===== src/rtl/iso_defines.svh =====
// Isolation bridge parameters
`ifndef ISO_DEFINES_SVH
`define ISO_DEFINES_SVH

// Requests a path may have in flight before upstream stalls
// Kept small so the limit is hit under random traffic
`define ISO_MAX_OUTSTANDING 4

// Address and transaction ID widths shared by AW and AR
`define ISO_ADDR_WIDTH 32
`define ISO_ID_WIDTH 4

// Read data beat width
`define ISO_DATA_WIDTH 32

// Burst length field, beats = len + 1, so 1 to 16
`define ISO_LEN_WIDTH 4

`endif


===== src/rtl/iso_pkg.sv =====
// Isolation bridge payload types
`include "iso_defines.svh"

package iso_pkg;

  // Response code, same encoding as AXI BRESP/RRESP
  typedef logic [1:0] resp_t;

  // Write address request, 36 bits
  typedef struct packed {
    logic [`ISO_ADDR_WIDTH-1:0] addr;
    logic [`ISO_ID_WIDTH-1:0]   id;
  } aw_req_t;

  // Write response, 6 bits
  // Always a single beat
  typedef struct packed {
    logic [`ISO_ID_WIDTH-1:0] id;
    resp_t                    resp;
  } b_rsp_t;

  // Read address request, 40 bits
  // len counts beats minus one
  typedef struct packed {
    logic [`ISO_ADDR_WIDTH-1:0] addr;
    logic [`ISO_ID_WIDTH-1:0]   id;
    logic [`ISO_LEN_WIDTH-1:0]  len;
  } ar_req_t;

  // Read data beat, 38 bits
  // The last flag travels beside the payload on the channel
  typedef struct packed {
    logic [`ISO_DATA_WIDTH-1:0] data;
    logic [`ISO_ID_WIDTH-1:0]   id;
    resp_t                      resp;
  } r_rsp_t;

endpackage


===== src/rtl/iso_chan_if.sv =====
// Request and response channel pair
`timescale 1ns/100ps

interface iso_chan_if #(
  parameter type req_t = logic,
  parameter type rsp_t = logic
);

  // Request direction, manager towards subordinate
  logic req_valid;
  logic req_ready;
  req_t req;

  // Response direction, subordinate towards manager
  logic rsp_valid;
  logic rsp_ready;
  rsp_t rsp;

  // Marks the final beat of a response burst
  logic rsp_last;

  // Tracker side facing the upstream manager
  // Tracker acts as the subordinate here
  modport up (
    input  req_valid,
    input  req,
    output req_ready,
    output rsp_valid,
    output rsp,
    output rsp_last,
    input  rsp_ready
  );

  // Tracker side facing the downstream subordinate
  // Tracker acts as the manager here
  modport dn (
    output req_valid,
    output req,
    input  req_ready,
    input  rsp_valid,
    input  rsp,
    input  rsp_last,
    output rsp_ready
  );

endinterface


===== src/rtl/outstanding_counter.sv =====
// Outstanding transaction counter
`timescale 1ns/100ps

module outstanding_counter #(
  parameter int MaxValue = 4
) (
  input  logic                          clk,
  input  logic                          rst_n,
  input  logic                          incr,
  input  logic                          decr,
  output logic [$clog2(MaxValue+1)-1:0] count,
  output logic                          full,
  output logic                          empty
);

  localparam int CountWidth = $clog2(MaxValue + 1);

  // Wide enough to hold MaxValue itself
  // No saturation, callers never push past the limit or below zero
  always_ff @(posedge clk) begin
    if (!rst_n) begin
      count <= '0;
    end else begin
      // Simultaneous incr and decr cancel out
      if (incr && !decr) begin
        count <= count + 1'b1;
      end else if (decr && !incr) begin
        count <= count - 1'b1;
      end
    end
  end

  // Limit reached, caller must stop issuing
  assign full = (count == CountWidth'(MaxValue));

  // Nothing in flight
  assign empty = (count == '0);

endmodule


===== src/rtl/iso_req_tracker.sv =====
// Per-path isolation request tracker
`timescale 1ns/100ps
`include "iso_defines.svh"

module iso_req_tracker #(
  parameter type req_t          = logic,
  parameter type rsp_t          = logic,
  parameter int  MaxOutstanding = `ISO_MAX_OUTSTANDING,
  parameter bit  MultiBeat      = 1'b1
) (
  input  logic       clk,
  input  logic       rst_n,
  iso_chan_if.up     up,
  iso_chan_if.dn     dn,
  input  logic       isolate_req,
  output logic       isolate_done
);

  localparam int CountWidth = $clog2(MaxOutstanding + 1);

  logic                  req_fire;
  logic                  rsp_fire;
  logic                  rsp_last;
  logic                  retire;
  logic                  count_full;
  logic [CountWidth-1:0] out_count;
  logic                  isolated;
  logic                  block_req;
  logic                  isolate_done_next;

  // Single-beat paths treat every response as the last one
  assign rsp_last = MultiBeat ? dn.rsp_last : 1'b1;

  // Request accepted downstream, one more response owed
  assign req_fire = dn.req_valid && dn.req_ready;

  // Any response beat taken from downstream, forwarded or dropped
  assign rsp_fire = dn.rsp_valid && dn.rsp_ready;

  // Final beat closes out one request
  assign retire = rsp_fire && rsp_last;

  outstanding_counter #(
    .MaxValue (MaxOutstanding)
  ) counter_i (
    .clk   (clk),
    .rst_n (rst_n),
    .incr  (req_fire),
    .decr  (retire),
    .count (out_count),
    .full  (count_full),
    .empty ()
  );

  // Blocking starts in the same cycle isolate_req goes high
  // and holds until the done register clears
  assign isolated = isolate_req || isolate_done;

  // No new requests while isolated or at the outstanding limit
  assign block_req = isolated || count_full;

  // Request path, combinational in both directions
  assign dn.req_valid = up.req_valid && !block_req;
  assign up.req_ready = dn.req_ready && !block_req;
  assign dn.req       = up.req;

  // Response path
  // While isolated, drain everything downstream and show nothing upstream
  assign up.rsp_valid = dn.rsp_valid && !isolated;
  assign dn.rsp_ready = up.rsp_ready || isolated;
  assign up.rsp       = dn.rsp;
  assign up.rsp_last  = rsp_last;

  // Done sets one cycle after the request
  // Clears only once the request is withdrawn and nothing is owed
  always_comb begin
    if (isolate_done) begin
      isolate_done_next = isolate_req || (out_count != '0);
    end else begin
      isolate_done_next = isolate_req;
    end
  end

  always_ff @(posedge clk) begin
    if (!rst_n) begin
      isolate_done <= 1'b0;
    end else begin
      isolate_done <= isolate_done_next;
    end
  end

endmodule


===== src/rtl/iso_bridge.sv =====
// AXI manager port isolation bridge
`timescale 1ns/100ps
`include "iso_defines.svh"

module iso_bridge
  import iso_pkg::*;
(
  input  logic                       clk,
  input  logic                       rst_n,
  input  logic                       isolate_req,
  output logic                       isolate_done,

  // Upstream write address and response
  input  logic                       up_aw_valid,
  output logic                       up_aw_ready,
  input  logic [`ISO_ADDR_WIDTH-1:0] up_aw_addr,
  input  logic [`ISO_ID_WIDTH-1:0]   up_aw_id,
  output logic                       up_b_valid,
  input  logic                       up_b_ready,
  output logic [`ISO_ID_WIDTH-1:0]   up_b_id,
  output logic [1:0]                 up_b_resp,

  // Downstream write address and response
  output logic                       dn_aw_valid,
  input  logic                       dn_aw_ready,
  output logic [`ISO_ADDR_WIDTH-1:0] dn_aw_addr,
  output logic [`ISO_ID_WIDTH-1:0]   dn_aw_id,
  input  logic                       dn_b_valid,
  output logic                       dn_b_ready,
  input  logic [`ISO_ID_WIDTH-1:0]   dn_b_id,
  input  logic [1:0]                 dn_b_resp,

  // Upstream read address and data
  input  logic                       up_ar_valid,
  output logic                       up_ar_ready,
  input  logic [`ISO_ADDR_WIDTH-1:0] up_ar_addr,
  input  logic [`ISO_ID_WIDTH-1:0]   up_ar_id,
  input  logic [`ISO_LEN_WIDTH-1:0]  up_ar_len,
  output logic                       up_r_valid,
  input  logic                       up_r_ready,
  output logic [`ISO_DATA_WIDTH-1:0] up_r_data,
  output logic [`ISO_ID_WIDTH-1:0]   up_r_id,
  output logic [1:0]                 up_r_resp,
  output logic                       up_r_last,

  // Downstream read address and data
  output logic                       dn_ar_valid,
  input  logic                       dn_ar_ready,
  output logic [`ISO_ADDR_WIDTH-1:0] dn_ar_addr,
  output logic [`ISO_ID_WIDTH-1:0]   dn_ar_id,
  output logic [`ISO_LEN_WIDTH-1:0]  dn_ar_len,
  input  logic                       dn_r_valid,
  output logic                       dn_r_ready,
  input  logic [`ISO_DATA_WIDTH-1:0] dn_r_data,
  input  logic [`ISO_ID_WIDTH-1:0]   dn_r_id,
  input  logic [1:0]                 dn_r_resp,
  input  logic                       dn_r_last
);

  logic wr_isolate_done;
  logic rd_isolate_done;

  iso_chan_if #(.req_t(aw_req_t), .rsp_t(b_rsp_t)) aw_up ();
  iso_chan_if #(.req_t(aw_req_t), .rsp_t(b_rsp_t)) aw_dn ();
  iso_chan_if #(.req_t(ar_req_t), .rsp_t(r_rsp_t)) ar_up ();
  iso_chan_if #(.req_t(ar_req_t), .rsp_t(r_rsp_t)) ar_dn ();

  // Write path, upstream side
  assign aw_up.req_valid = up_aw_valid;
  assign aw_up.req       = '{addr: up_aw_addr, id: up_aw_id};
  assign up_aw_ready     = aw_up.req_ready;
  assign up_b_valid      = aw_up.rsp_valid;
  assign aw_up.rsp_ready = up_b_ready;
  assign up_b_id         = aw_up.rsp.id;
  assign up_b_resp       = aw_up.rsp.resp;

  // Write path, downstream side
  assign dn_aw_valid     = aw_dn.req_valid;
  assign aw_dn.req_ready = dn_aw_ready;
  assign dn_aw_addr      = aw_dn.req.addr;
  assign dn_aw_id        = aw_dn.req.id;
  assign aw_dn.rsp_valid = dn_b_valid;
  assign dn_b_ready      = aw_dn.rsp_ready;
  assign aw_dn.rsp       = '{id: dn_b_id, resp: dn_b_resp};
  // B has no burst, each response is its own last beat
  assign aw_dn.rsp_last  = 1'b1;

  // Read path, upstream side
  assign ar_up.req_valid = up_ar_valid;
  assign ar_up.req       = '{addr: up_ar_addr, id: up_ar_id, len: up_ar_len};
  assign up_ar_ready     = ar_up.req_ready;
  assign up_r_valid      = ar_up.rsp_valid;
  assign ar_up.rsp_ready = up_r_ready;
  assign up_r_data       = ar_up.rsp.data;
  assign up_r_id         = ar_up.rsp.id;
  assign up_r_resp       = ar_up.rsp.resp;
  assign up_r_last       = ar_up.rsp_last;

  // Read path, downstream side
  assign dn_ar_valid     = ar_dn.req_valid;
  assign ar_dn.req_ready = dn_ar_ready;
  assign dn_ar_addr      = ar_dn.req.addr;
  assign dn_ar_id        = ar_dn.req.id;
  assign dn_ar_len       = ar_dn.req.len;
  assign ar_dn.rsp_valid = dn_r_valid;
  assign dn_r_ready      = ar_dn.rsp_ready;
  assign ar_dn.rsp       = '{data: dn_r_data, id: dn_r_id, resp: dn_r_resp};
  assign ar_dn.rsp_last  = dn_r_last;

  // One response per write request
  iso_req_tracker #(
    .req_t          (aw_req_t),
    .rsp_t          (b_rsp_t),
    .MaxOutstanding (`ISO_MAX_OUTSTANDING),
    .MultiBeat      (1'b0)
  ) wr_tracker_i (
    .clk          (clk),
    .rst_n        (rst_n),
    .up           (aw_up.up),
    .dn           (aw_dn.dn),
    .isolate_req  (isolate_req),
    .isolate_done (wr_isolate_done)
  );

  // Read bursts retire on the last beat
  iso_req_tracker #(
    .req_t          (ar_req_t),
    .rsp_t          (r_rsp_t),
    .MaxOutstanding (`ISO_MAX_OUTSTANDING),
    .MultiBeat      (1'b1)
  ) rd_tracker_i (
    .clk          (clk),
    .rst_n        (rst_n),
    .up           (ar_up.up),
    .dn           (ar_dn.dn),
    .isolate_req  (isolate_req),
    .isolate_done (rd_isolate_done)
  );

  // Port counts as isolated only while both paths are
  // Both set on the same edge, so the rise is still one cycle after the request
  assign isolate_done = wr_isolate_done && rd_isolate_done;

endmodule


===== config.mk =====
export PLATFORM = sky130hd
export DESIGN_NAME = iso_bridge
export DESIGN_NICKNAME = d
export VERILOG_FILES = /design/src/rtl/iso_pkg.sv /design/src/rtl/iso_chan_if.sv /design/src/rtl/outstanding_counter.sv /design/src/rtl/iso_req_tracker.sv /design/src/rtl/iso_bridge.sv
export VERILOG_INCLUDE_DIRS = /design/src /design/src/rtl
export SDC_FILE = /design/constraint.sdc
export NUM_CORES = 1
export LEC_CHECK = 0
export ABC_CLOCK_PERIOD_IN_PS = 2200
export BUFFER_PORTS_ARGS = -buffer_cell sky130_fd_sc_hd__buf_2
export CORE_AREA = 4 4 99 101
export CTS_CLUSTER_DIAMETER = 60
export CTS_CLUSTER_SIZE = 16
export DETAILED_ROUTE_END_ITERATION = 16
export DIE_AREA = 0 0 103 105
export GPL_ROUTABILITY_DRIVEN = 1
export MAX_ROUTING_LAYER = met4
export PLACE_DENSITY = 0.57
export SLEW_MARGIN = 20
export SYNTH_ARGS = -nofsm -noshare
export SYNTH_HDL_FRONTEND = slang
export SYNTH_SLANG_ARGS = --single-unit

===== constraint.sdc =====
create_clock -name clk -period 2.2 [get_ports clk]
set_input_delay 0.33 -clock clk [delete_from_list [all_inputs] [get_ports clk]]
set_output_delay 0.33 -clock clk [all_outputs]
set_load 0.01 [all_outputs]

== After elaboration in Yosys (flattened, before gate mapping) ==
Index checks and enable logic that the tools add are counted.
Operators by class
  $add $sub $neg: 4
  eq/ne operators: 2
  mux-type cells: 6
  reductions and logical operators: 36
Operators by type and width (count)
  $logic_and A1 B1 Y1: 16
  $mux W3: 4
  $logic_not A1 Y1: 8
  $logic_or A1 B1 Y1: 8
  $add A3 B1 Y3 const B: 2
  $eq A3 B3 Y1 const B: 2
  $reduce_bool A3 Y1: 2
  $sub A3 B1 Y3 const B: 2
  $reduce_bool A2 Y1: 2
  $mux W1: 2
Storage, ports and cells
  register bits after elaboration: 8
  input bits: 132
  output and inout port bits: 130
  word-level logic and storage cells: 52

== Depth between registers and ports, before layout ==
  depth after elaboration: 9
  gate-level depth with buffers: 9
  depth with buffers taken out: 9

== Modules after synthesis ==
A second synthesis with hierarchy kept.
Unflattened totals
  cell total of the unflattened synthesis: 179
  area total of the unflattened synthesis: 1455.1 µm²
Modules (own cells, without submodules)
  iso_req_tracker at rd_tracker_i: instances 1, cells an instance 89, area each 683.2 µm², sequential area each 20.0 µm²
  iso_req_tracker at wr_tracker_i: instances 1, cells an instance 54, area each 419.2 µm², sequential area each 20.0 µm²
  outstanding_counter: instances 2, cells an instance 17, area each 171.4 µm², sequential area each 60.1 µm²
  iso_bridge: instances 1, cells an instance 2, area each 10.0 µm², sequential area each 0.0 µm²

== Worst setup path after synthesis ==
Ideal clock, no wire load.
  path kind: reg-to-reg
  start: reg wr_tracker_i.counter_i.count[0]
  end: reg wr_tracker_i.counter_i.count[2]
  library setup time: 70 ps
  arrival time: 2045 ps
  required time: 2130 ps
  path slack: 85 ps
  cell stages (with the launch flop): 10
  path buffers: 0
  clock period less this slack: 2115 ps
  path through: dfxtp_1 nor2_1 a211oi_1 and3_1 ha_1 inv_1 fa_1 xor2_1 or3_1 a21boi_1
Between the ends
  cells in the longest elaborated chain, start to end: 8
  elaborated cells between the ends (all ways): 13
  those cells by class: 2 x add/sub; 1 x eq/ne; 2 x mux; 8 x reduce/logical
Ends and longest elaborated chain
  from (decl): RTL line outstanding_counter.sv:11  | output logic [$clog2(MaxValue+1)-1:0] count,
  from (signal assigned): RTL line outstanding_counter.sv:26  | count <= count + 1'b1;
  from (signal assigned): RTL line outstanding_counter.sv:28  | count <= count - 1'b1;
  $eq A3 B3 Y1: RTL line outstanding_counter.sv:34  | assign full = (count == CountWidth'(MaxValue));
  $logic_or A1 B1 Y1: RTL line iso_req_tracker.sv:60  | assign block_req = isolated || count_full;
  $logic_not A1 Y1: RTL line iso_req_tracker.sv:63  | assign dn.req_valid = up.req_valid && !block_req;
  $logic_and A1 B1 Y1: RTL line iso_req_tracker.sv:63
  $logic_and A1 B1 Y1: RTL line iso_req_tracker.sv:35  | assign req_fire = dn.req_valid && dn.req_ready;
  $logic_not A1 Y1: RTL line outstanding_counter.sv:27  | end else if (decr && !incr) begin
  $logic_and A1 B1 Y1: RTL line outstanding_counter.sv:27
  $reduce_bool A2 Y1 (no source line)
Several ways; a longest one is shown, not always the timed one. The select of a mux whose other input is x is not followed.
A chain may end at the register's enable or synchronous reset.

== Worst setup path after layout ==
  start: reg wr_tracker_i.counter_i.count[1]
  end: reg wr_tracker_i.counter_i.count[2]
Same word-level chain as after synthesis.

==> impl_results.md <==
* Synth unique cells at 21
* Cell area after synthesis at 1390 sq um
* Synth Area in XOR/XNOR at 0.0251
* Final setup fails at 0
* Setup Skew at 0.000265 ns
* Die Wd at 103 um
* Register bit total from synthesis at 8
* Final Hold Fails at 0
* Fraction of the mapped netlist area in adder cells at 0.0467
* Seq/Total Area, Yosys at 0.115
* Ant diodes at 0
* GRT Residual Overflow at 0
* Vias/cell at 3.23
* Total track usage at 0.0543
* R2R Setup Slk at 0.13 ns
* Fill cells at 1066
* Total chip power at 543 uW
* CTS buffer count at 3
* RSZ-0062 raised after global routing: false
* Number of global-route vias before repair at 699
* Post-synth EDFFs at 0
* WL met1 at 652 um
* Layout cell share with drive strength beyond 1 at 0.506
* Commonest non-fill, non-tap cells in the layout: buf_2, buf_4, and2_1, dfxtp_1
* Dpl cells at 193
* Fin crit share at 0.940
* Final wirelength at 3020 um
* Clock power frac at 0.329
* Clock transition at path regs at 0.04 ns
* Met3 wire length at 604 um
* Syn_nets at 308
* Compound-Gate Fraction of Synth Area at 0.0521
* Largest net degree at the start of global routing at 9
* HPWL Detailed at 2590 um
* Setup ws final at 0.132 ns
* P_leak at 0.371 nW
* Crit start category: flop
* Starting Density at 0.155
* Pre-CTS WS at -0.205 ns
* Hold Crit Class: input port to flop
* Mux cell area share after synthesis at 0.0144
* Gp weighted congestion at 0.744
* DIE HEIGHT at 105 um
* Placeable Area at 9020 sq um
* 1st-pass router iterations at 3
* Commonest non-fill, non-tap cell in the layout: buf_2
* Crit path required time at 2.36 ns
* Sequential share of power at 0.336
* Worst slew pin tran at 0.238 ns
* Worst endpoint data arrival time at 2.23 ns
* Yosys warning count at 0
* Routed Antenna Nets at 0
* Min Tclk post-route at 2.07 ns
* First-pass GRT wire length at 4220 um
* Final Max Slew Viols at 0
* Pwr dens at 612 nW/um^2
* Placement Rows at 35
* Slew HR at 0.841
* Multi-input gate area at 343 sq um
* Logic pwr share at 0.335
* Cells after synthesis at 172
* Maximum Capacitance Violations at 0
* CTS tree: built
* Io pins at 262
* Async S/R FF share, synth at 0
* Switching share of power at 0.288
* Crit. End Element: flop
* Switching pwr at 156 uW
* DR WL met2 at 1200 um
* Maximum clock rate at 483 MHz
* Outcome: finished clean
* Non-Filler Instances at 198
* WS Path Type: flop to flop
* Final routed DRC violation total at 0
* Initial antenna violation count at 0
* Highest routed layer: met4
* Register area at 161 sq um
* Clock sinks at 8
* Main combinational cell family by area after synthesis: buffers and inverters
* Int Power at 386 uW
* Critical path peak fanout at 2
* Worst IR Drop VDD at 0.184 mV
* Clock Path Buffers at 2
* Root buf cell: clkbuf_8
* Clock Latency Late Sink at 0.23 ns
* Post-DR wirelength/cell at 15.3 um
* H-tree Lvls at 1
* Via count at 640
* Main synth FF type: dfxtp_1
* Simple logic cell fraction of the synthesized area at 0.0898
* DR iter-0 viols at 4
* Setup tns final at 0 ns
* Layout Nets at 225
* Syn Area/Cell at 8.10 sq um
* IO Port Bufs at 21
* Total Die Area at 10800 sq um
* Synth-to-Final Area Change at -36.4%
worst paths after layout:
kind,from,end,cells past startpoint
setup / recovery,wr_tracker_i.counter_i.count[1],wr_tracker_i.counter_i.count[2],9
setup reg to reg,wr_tracker_i.counter_i.count[1],wr_tracker_i.counter_i.count[2],9
hold / removal,rst_n,rd_tracker_i.isolate_done,2
hold reg to reg,wr_tracker_i.counter_i.count[2],wr_tracker_i.counter_i.count[2],2
per-layer routing:
| metal | vias to the layer above | track usage |
|---|---|---|
| met5 | - | - |
| met3 | 53 | 0.0387 |
| met1 | 265 | 0.0341 |
| met4 | 0 | 0.0916 |
| li1 | 252 | - |
| met2 | 70 | 0.0697 |
timing repair:
item	in CTS	in global routing
setup endpoints to repair	1	2
setup buffers	0	2
gates resized for setup	1	7
hold buffers	0	0
endpoints found under the hold margin	0	0
pin swaps	0	5
state kept, by name (all words and copies together), names as in the netlist:
signal                        flops
wr_tracker_i.counter_i.count      3
wr_tracker_i.isolate_done         1
rd_tracker_i.isolate_done         1
rd_tracker_i.counter_i.count      3
final cells by class:
class / count / share of cell area
clock buffers: 3 / 0.0465
multi-input cells: 41 / 0.386
flip-flops and latches: 8 / 0.182
well taps: 111 / 0.157
repair buffers: 33 / 0.220
inverters: 2 / 0.00846
cell families after synthesis:
group	count (synthesis)
buffers and inverters	123
DFF	8
adders and majority gates	4
muxes	2
AOI/OAI and AO/OA	10
and+or+nand+nor	21
xor gates and xnor gates	4
power by group through the flow:
stage / registers (mW) / logic [mW] / clock network (mW)
after CTS: 0.181 / 0.174 / 0.187
after global placement: 0.183 / 0.166 / 0
after global routing: 0.185 / 0.209 / 0.197
after floorplan: 0.188 / 0.313 / 0
after detailed placement: 0.183 / 0.169 / 0
final: 0.182 / 0.182 / 0.178
critical path, cell delays in order (launching register included):
cell and delay, ns:
dfxtp_1 0.32, nor2_1 0.05, a211oi_2 0.24, and3_1 0.23, ha_2 0.18, inv_1 0.05, fa_2 0.33, xor2_1 0.15
or3_1 0.31, a21boi_1 0.14
synth_stat cells (4+ instances only):
cell type | instances | area (sq um)
buf_4 | 121 | 908
dfxtp_1 | 8 | 160
and2_1 | 7 | 43.8
or3_1 | 4 | 25.0
through the flow:
| step | instance area (sq um) | util | hold slack, ns |
|---|---|---|---|
| floorplan | 1390 | - | 0.447 |
| global placement | 805 | 0.0892 | 0.496 |
| detailed placement | 805 | 0.0892 | 0.494 |
| CTS | 851 | 0.0943 | 0.390 |
| global route | 887 | 0.0983 | 0.405 |
| finish | 887 | 0.0983 | 0.392 |
(Power assumes the default switching activity.)
